===== src/dcache_pkg.sv =====
package dcache_pkg;

  // CPU word and cache line geometry
  localparam int WORD_WIDTH     = 32;
  localparam int BYTE_WIDTH     = 8;
  localparam int WORDS_PER_LINE = 4;
  localparam int LINE_WIDTH     = WORD_WIDTH * WORDS_PER_LINE;
  localparam int NUM_LINES      = 4;
  localparam int LINE_IDX_WIDTH = $clog2(NUM_LINES);

  // Byte address split into tag, word offset and byte offset
  localparam int ADDR_WIDTH     = 32;
  localparam int BYTE_OFF_WIDTH = 2;
  localparam int WORD_OFF_WIDTH = 2;
  localparam int TAG_LSB        = WORD_OFF_WIDTH + BYTE_OFF_WIDTH;
  localparam int TAG_WIDTH      = ADDR_WIDTH - TAG_LSB;

  // Register file tag carried with each CPU request
  localparam int REG_IDX_WIDTH  = 5;

  // Backing line memory
  localparam int MEM_LINES      = 64;
  localparam int MEM_IDX_WIDTH  = $clog2(MEM_LINES);
  localparam int MEM_LATENCY    = 4;
  localparam int LAT_CNT_WIDTH  = $clog2(MEM_LATENCY);

  // Cache controller states
  typedef enum logic [2:0] {
    IDLE,
    LOOKUP,
    REQ,
    WRITEBACK,
    REFILL,
    RESPOND
  } cache_state_e;

endpackage


===== src/mem_req_if.sv =====
`timescale 1ns/1ns

interface mem_req_if;
  import dcache_pkg::*;

  // Requester side
  logic                  req;
  logic [ADDR_WIDTH-1:0] addr;
  logic                  we;
  logic [LINE_WIDTH-1:0] wdata;
  logic                  done;

  // Server side
  logic                  grant;
  logic                  ready;
  logic [LINE_WIDTH-1:0] rdata;

  modport requester (
    output req, addr, we, wdata, done,
    input  grant, ready, rdata
  );

  modport server (
    input  req, addr, we, wdata, done,
    output grant, ready, rdata
  );

endinterface


===== src/mem_arbiter.sv =====
`timescale 1ns/1ns

module mem_arbiter (
  input  logic         clk,
  input  logic         reset,
  mem_req_if.server    cache,
  mem_req_if.server    fetch,
  mem_req_if.requester mem
);
  import dcache_pkg::*;

  // Owner encoding is 0 for the cache and 1 for the fetch port
  logic busy;
  logic owner;
  logic last_owner;
  logic pick;

  // Alternate when both wait, otherwise serve whoever asks
  assign pick = (cache.req && fetch.req) ? !last_owner : fetch.req;

  always_ff @(posedge clk or posedge reset)
  begin
    if (reset)
    begin
      busy       <= 1'b0;
      owner      <= 1'b0;
      last_owner <= 1'b1;
    end
    else if (!busy)
    begin
      if (cache.req || fetch.req)
      begin
        busy  <= 1'b1;
        owner <= pick;
      end
    end
    else if (mem.done)
    begin
      busy       <= 1'b0;
      last_owner <= owner;
    end
  end

  // Owner's transaction onto the memory side
  assign mem.req   = busy && (owner ? fetch.req : cache.req);
  assign mem.done  = busy && (owner ? fetch.done : cache.done);
  assign mem.addr  = owner ? fetch.addr : cache.addr;
  assign mem.we    = owner ? fetch.we : cache.we;
  assign mem.wdata = owner ? fetch.wdata : cache.wdata;

  // Responses go back to the owner only
  assign cache.grant = busy && !owner && mem.grant;
  assign fetch.grant = busy && owner && mem.grant;
  assign cache.ready = busy && !owner && mem.ready;
  assign fetch.ready = busy && owner && mem.ready;
  assign cache.rdata = owner ? {LINE_WIDTH{1'b0}} : mem.rdata;
  assign fetch.rdata = owner ? mem.rdata : {LINE_WIDTH{1'b0}};

endmodule


===== src/flat_wrapper.sv =====
// flat-port wrapper written by rule: the top's interface ports become plain ports
module mem_arbiter_flat import dcache_pkg::*;
  (clk, reset, cache_req, cache_addr, cache_we, cache_wdata, cache_done, cache_grant, cache_ready, cache_rdata, fetch_req, fetch_addr, fetch_we, fetch_wdata, fetch_done, fetch_grant, fetch_ready, fetch_rdata, mem_req, mem_addr, mem_we, mem_wdata, mem_done, mem_grant, mem_ready, mem_rdata);
  mem_req_if cache_i ();
  mem_req_if fetch_i ();
  mem_req_if mem_i ();
  input  logic clk;
  input  logic reset;
  input wire logic [$bits(cache_i.req)-1:0] cache_req;
  input wire logic [$bits(cache_i.addr)-1:0] cache_addr;
  input wire logic [$bits(cache_i.we)-1:0] cache_we;
  input wire logic [$bits(cache_i.wdata)-1:0] cache_wdata;
  input wire logic [$bits(cache_i.done)-1:0] cache_done;
  output wire logic [$bits(cache_i.grant)-1:0] cache_grant;
  output wire logic [$bits(cache_i.ready)-1:0] cache_ready;
  output wire logic [$bits(cache_i.rdata)-1:0] cache_rdata;
  input wire logic [$bits(fetch_i.req)-1:0] fetch_req;
  input wire logic [$bits(fetch_i.addr)-1:0] fetch_addr;
  input wire logic [$bits(fetch_i.we)-1:0] fetch_we;
  input wire logic [$bits(fetch_i.wdata)-1:0] fetch_wdata;
  input wire logic [$bits(fetch_i.done)-1:0] fetch_done;
  output wire logic [$bits(fetch_i.grant)-1:0] fetch_grant;
  output wire logic [$bits(fetch_i.ready)-1:0] fetch_ready;
  output wire logic [$bits(fetch_i.rdata)-1:0] fetch_rdata;
  output wire logic [$bits(mem_i.req)-1:0] mem_req;
  output wire logic [$bits(mem_i.addr)-1:0] mem_addr;
  output wire logic [$bits(mem_i.we)-1:0] mem_we;
  output wire logic [$bits(mem_i.wdata)-1:0] mem_wdata;
  output wire logic [$bits(mem_i.done)-1:0] mem_done;
  input wire logic [$bits(mem_i.grant)-1:0] mem_grant;
  input wire logic [$bits(mem_i.ready)-1:0] mem_ready;
  input wire logic [$bits(mem_i.rdata)-1:0] mem_rdata;
  assign cache_i.req = cache_req;
  assign cache_i.addr = cache_addr;
  assign cache_i.we = cache_we;
  assign cache_i.wdata = cache_wdata;
  assign cache_i.done = cache_done;
  assign cache_grant = cache_i.grant;
  assign cache_ready = cache_i.ready;
  assign cache_rdata = cache_i.rdata;
  assign fetch_i.req = fetch_req;
  assign fetch_i.addr = fetch_addr;
  assign fetch_i.we = fetch_we;
  assign fetch_i.wdata = fetch_wdata;
  assign fetch_i.done = fetch_done;
  assign fetch_grant = fetch_i.grant;
  assign fetch_ready = fetch_i.ready;
  assign fetch_rdata = fetch_i.rdata;
  assign mem_req = mem_i.req;
  assign mem_addr = mem_i.addr;
  assign mem_we = mem_i.we;
  assign mem_wdata = mem_i.wdata;
  assign mem_done = mem_i.done;
  assign mem_i.grant = mem_grant;
  assign mem_i.ready = mem_ready;
  assign mem_i.rdata = mem_rdata;
  mem_arbiter u_core (.clk(clk), .reset(reset), .cache(cache_i), .fetch(fetch_i), .mem(mem_i));
endmodule

===== config.mk =====
export PLATFORM = sky130hd
export DESIGN_NAME = mem_arbiter_flat
export DESIGN_NICKNAME = d
export VERILOG_FILES = /design/src/dcache_pkg.sv /design/src/mem_req_if.sv /design/src/mem_arbiter.sv /design/src/flat_wrapper.sv
export SDC_FILE = /design/constraint.sdc
export NUM_CORES = 1
export LEC_CHECK = 0
export BUFFER_PORTS_ARGS = -buffer_cell sky130_fd_sc_hd__clkbuf_2
export CAP_MARGIN = 10
export CORE_AREA = 2 2 342 344
export CTS_CLUSTER_DIAMETER = 80
export DETAILED_ROUTE_END_ITERATION = 10
export DIE_AREA = 0 0 344 346
export GPL_ROUTABILITY_DRIVEN = 0
export PLACE_DENSITY = 0.34
export SLEW_MARGIN = 20
export SYNTH_ARGS = -nofsm -noshare
export SYNTH_HDL_FRONTEND = slang
export SYNTH_SLANG_ARGS = --single-unit

===== constraint.sdc =====
create_clock -name clk -period 1.2 [get_ports clk]
set_clock_uncertainty 0.1 [all_clocks]
set_input_delay 0.06 -clock clk [delete_from_list [all_inputs] [get_ports clk]]
set_output_delay 0.06 -clock clk [all_outputs]
set_load 0.005 [all_outputs]

Word-level counts from Yosys, hierarchy flattened. Cells that the tools add are included.

Memories: 0. Bits in read-only memories: 0. Latch bits: 0. Register bits: 3. Word-level logic and storage cells: 29. RAM bits: 0.

Magnitude comparators: 0. $add $sub $neg: 0. Bitwise gates (word level): 1. $mul: 0. Shifts and indexed selects: 0. Divide/modulo/power cells: 0. Reductions and logical operators: 14. Eq/ne operators: 0. Mux-type cells: 11.

Operators with widths (number): $mux 128 (3); $mux 32 (1); $logic_and 1x1->1 (9); $mux 1 (7); $reduce_and 2->1 (2); $logic_not 1->1 (2); $logic_or 1x1->1 (1); $not 1->1 (1).

Longest topological paths before layout.
Depth after elaboration: 4. Depth in mapped cells: 5. Depth with buffers taken out: 2.

Worst setup path before layout. Ideal clock, no wire load.

Kind: register -> output. From: register u_core.owner. To: output port mem_addr[0]. Path buffers: 3. Arrival: 1.076 ns. Slack: -0.036 ns. Stages on the path, launching flop included: 5. Data required time: 1.040 ns. Cells stage by stage: dfrtp_1 buf_6 buf_6 buf_6 mux2_4.

Longest elaborated chain between the ends: 1.

Ends and longest elaborated chain: from (decl) (RTL line mem_arbiter.sv:14) `logic owner;`; from (signal assigned) (RTL line mem_arbiter.sv:34) `owner <= pick;`; $mux 32 (RTL line mem_arbiter.sv:47) `assign mem.addr = owner ? fetch.addr : cache.addr;`; to (decl) (RTL line flat_wrapper.sv:26) `output wire logic [$bits(mem_i.addr)-1:0] mem_addr;`.

No other way between the ends.

Final worst setup path.
From: register u_core.owner. To: output port mem_addr[4].

The elaborated chain is that of the path after synthesis.

==> metrics <==
vias in the first global route around 7,300; Net Count, Synth approximately 940; Synth Area in XOR/XNOR 0; Starting Density 0.0366; Final Hold Vio Count 0; first-pass GRT wire length roughly 94 mm; max cap viols 0; area share of the largest cell type after synthesis 0.309; Max IR drop VDD ~1.3 mV; Power Density ~1800 nW/um2; sequential-to-total area share from yosys stat 0.0181; Ys Warns 0; Die ar. about 120,000 um2; crit-path leading delay family buffers and inverters; Final min period approximately 1800 ps; CTS Buffer Depth 2; mapped cell area around 4200 um2; H-tree Lvls 1; Simple-Gate Fraction of Synth Area 0.392; DRT iter0 DRCs around 270; Worst path max stage delay about 550 ps; WP buf/inv 3; Synth Area in Adders 0; Synth area leader mux2_4; Synth Register Bits 3; Synth Area in Compound Gates 0.00800; slowest stage cell on the critical path dfrtp_4; largest net degree at the start of global routing 54; Sum Neg Setup Slack -221,960 ps; Final WS setup -641 ps; violated checks setup timing; DRT Wirelength 81.6 mm; Worst EP arrival between 1500 and 2000 ps; Die Wd approximately 340 um; antenna-violating nets left 0; max_slew headroom 0.823; Die H 346 um; area of the core between 100,000 and 150,000 um2; static leakage 0.00652 uW; pre-CTS setup slack -438 ps; leading cell type in the layout, fill and taps excluded clkbuf_2; I/O pins between 800 and 900; footprint of the multi-input gates 4340 um2; drt via density roughly 2.6; Final Max Tran Viols 0; total grt overflow 0; FILL cells approximately 14,000; synth unique cells 21; Worst-Margin Slew approximately 270 ps; Post-Layout Cell Count about 2,900; Hold WC Path Type in2reg; Root Driver clkbuf_16; # rows 125; Vias 7,740; HPWL after detailed placement 75.6 mm; multiplexer share of the synthesized area 0.511; total CTS buffers 3; layout cells sized above 1 0.851; TritonCTS Sinks 3; DRC errors left 0; RSZ-0062 raised after global routing yes; Clk Latency, worst-skew pair around 230 ps; CP Class reg2out; critical path fanouts, max 13; flop-to-flop setup slack -290 ps; Sequential Area between 80 and 90 um2; commonest cells after routing, fill and taps aside clkbuf_2, mux2_4, and2_1; number of antenna violations at the first check in global routing between 100 and 150; nets@finish approximately 1,800; IO Port Bufs between 800 and 900; Tcrit/Tclk final 1.53; first drt pass iteration count 4; gr usage total 0.126; critical path required time between 1000 and 1500 ps; status finished, violations left; CTS tree yes; WL/cell 27.9 um; Cells after DPL between 2,000 and 3,000; Setup Viol. Count Final 426; dominant cells by area after synthesis mux2_4, mux2_2, and2_1; cells along the critical path buf_4, clkbuf_16, mux2_4, clkbuf_2; Worst Setup Start Kind register; Avg Cell Area, Syn between 8 and 9 um2; hold_ws between 50 and 60 ps; clock-pin slew on the worst setup and hold paths ~30 ps; Mapped Cells 485; Area Growth Syn to Fin 192%; Worst Setup End Kind output port; fmax 543 MHz; largest family of logic cells by synthesized area multiplexers; Tot Pwr 22,100 uW
## per-layer routing
layer,track usage,wire length [um],vias up
li1,-,-,3411
met1,0.151,32500,3506
met2,0.213,38200,569
met3,0.0612,9570,160
met4,0.00612,791,94
met5,0,625,-
## metrics by stage
step / util / instance area (um2)
2_1_floorplan: - / 4230
3_3_place_gp: 0.0920 / 10600
3_5_place_dp: 0.0920 / 10600
4_1_cts: 0.0964 / 11100
5_1_grt: 0.106 / 12300
6_report: 0.107 / 12300
## what timing repair did
item	CTS	global route
cloned	5	11
resized for setup	57	297
endpoints found under the setup margin	426	426
setup buffers	5	10
hold buffers	1	0
pin swaps	2	0
endpoints found under the hold margin	3	0
## report_power, final
part	internal, uW	total [uW]	switching [uW]
combinational	11600	21200	9620
sequential	178	292	114
clock	438	529	91.1
total	12200	22100	9830
## cells by family (layout without fill, tap and decap cells)
kind of cell    after synthesis  after routing
simple gates                266            266
mux                         163            163
buf+inv                      49            951
compound gates                4              4
flops                         3              3
other cells                   0             15
## final timing paths
check	to	startpoint	cells past startpoint
worst max-delay path	mem_addr[4]	u_core.owner	4
worst min-delay path	u_core.owner	fetch_req	2
worst max register to register	u_core.busy	u_core.owner	4
worst min register to register	u_core.last_owner	u_core.last_owner	1
max in group asynchronous	u_core.last_owner	reset	3
min in group asynchronous	u_core.owner	reset	3
## area by class of cell
cell class | count | area share
Tap cell | 1524 | 0.155
Multi-Input combinational cell | 433 | 0.352
Clock buffer | 4 | 0.00640
Timing Repair Buffer | 945 | 0.477
Inverter | 2 | 0.000609
Antenna cell | 15 | 0.00305
Sequential cell | 3 | 0.00650
## cell usage after synthesis, drive strengths merged
| library cell | instances |
|---|---|
| mux2 | 161 |
| and2 | 128 |
| nor2b | 128 |
| buf | 36 |
| clkbuf | 11 |
| and3 | 2 |
| dfrtp | 2 |
| inv | 2 |
| mux2i | 2 |
| nand2 | 2 |
| nor2 | 2 |
| nor3b | 2 |
| a21o | 1 |
| a22o | 1 |
| a32o | 1 |
| dfstp | 1 |
| nand2b | 1 |
| o21a | 1 |
| or3 | 1 |
## sequential cells by signal, summed over array words and instances, names as in the netlist
name	cells
u_core.busy	1
u_core.last_owner	1
u_core.owner	1
No activity file was read; power rests on OpenSTA's default activity.
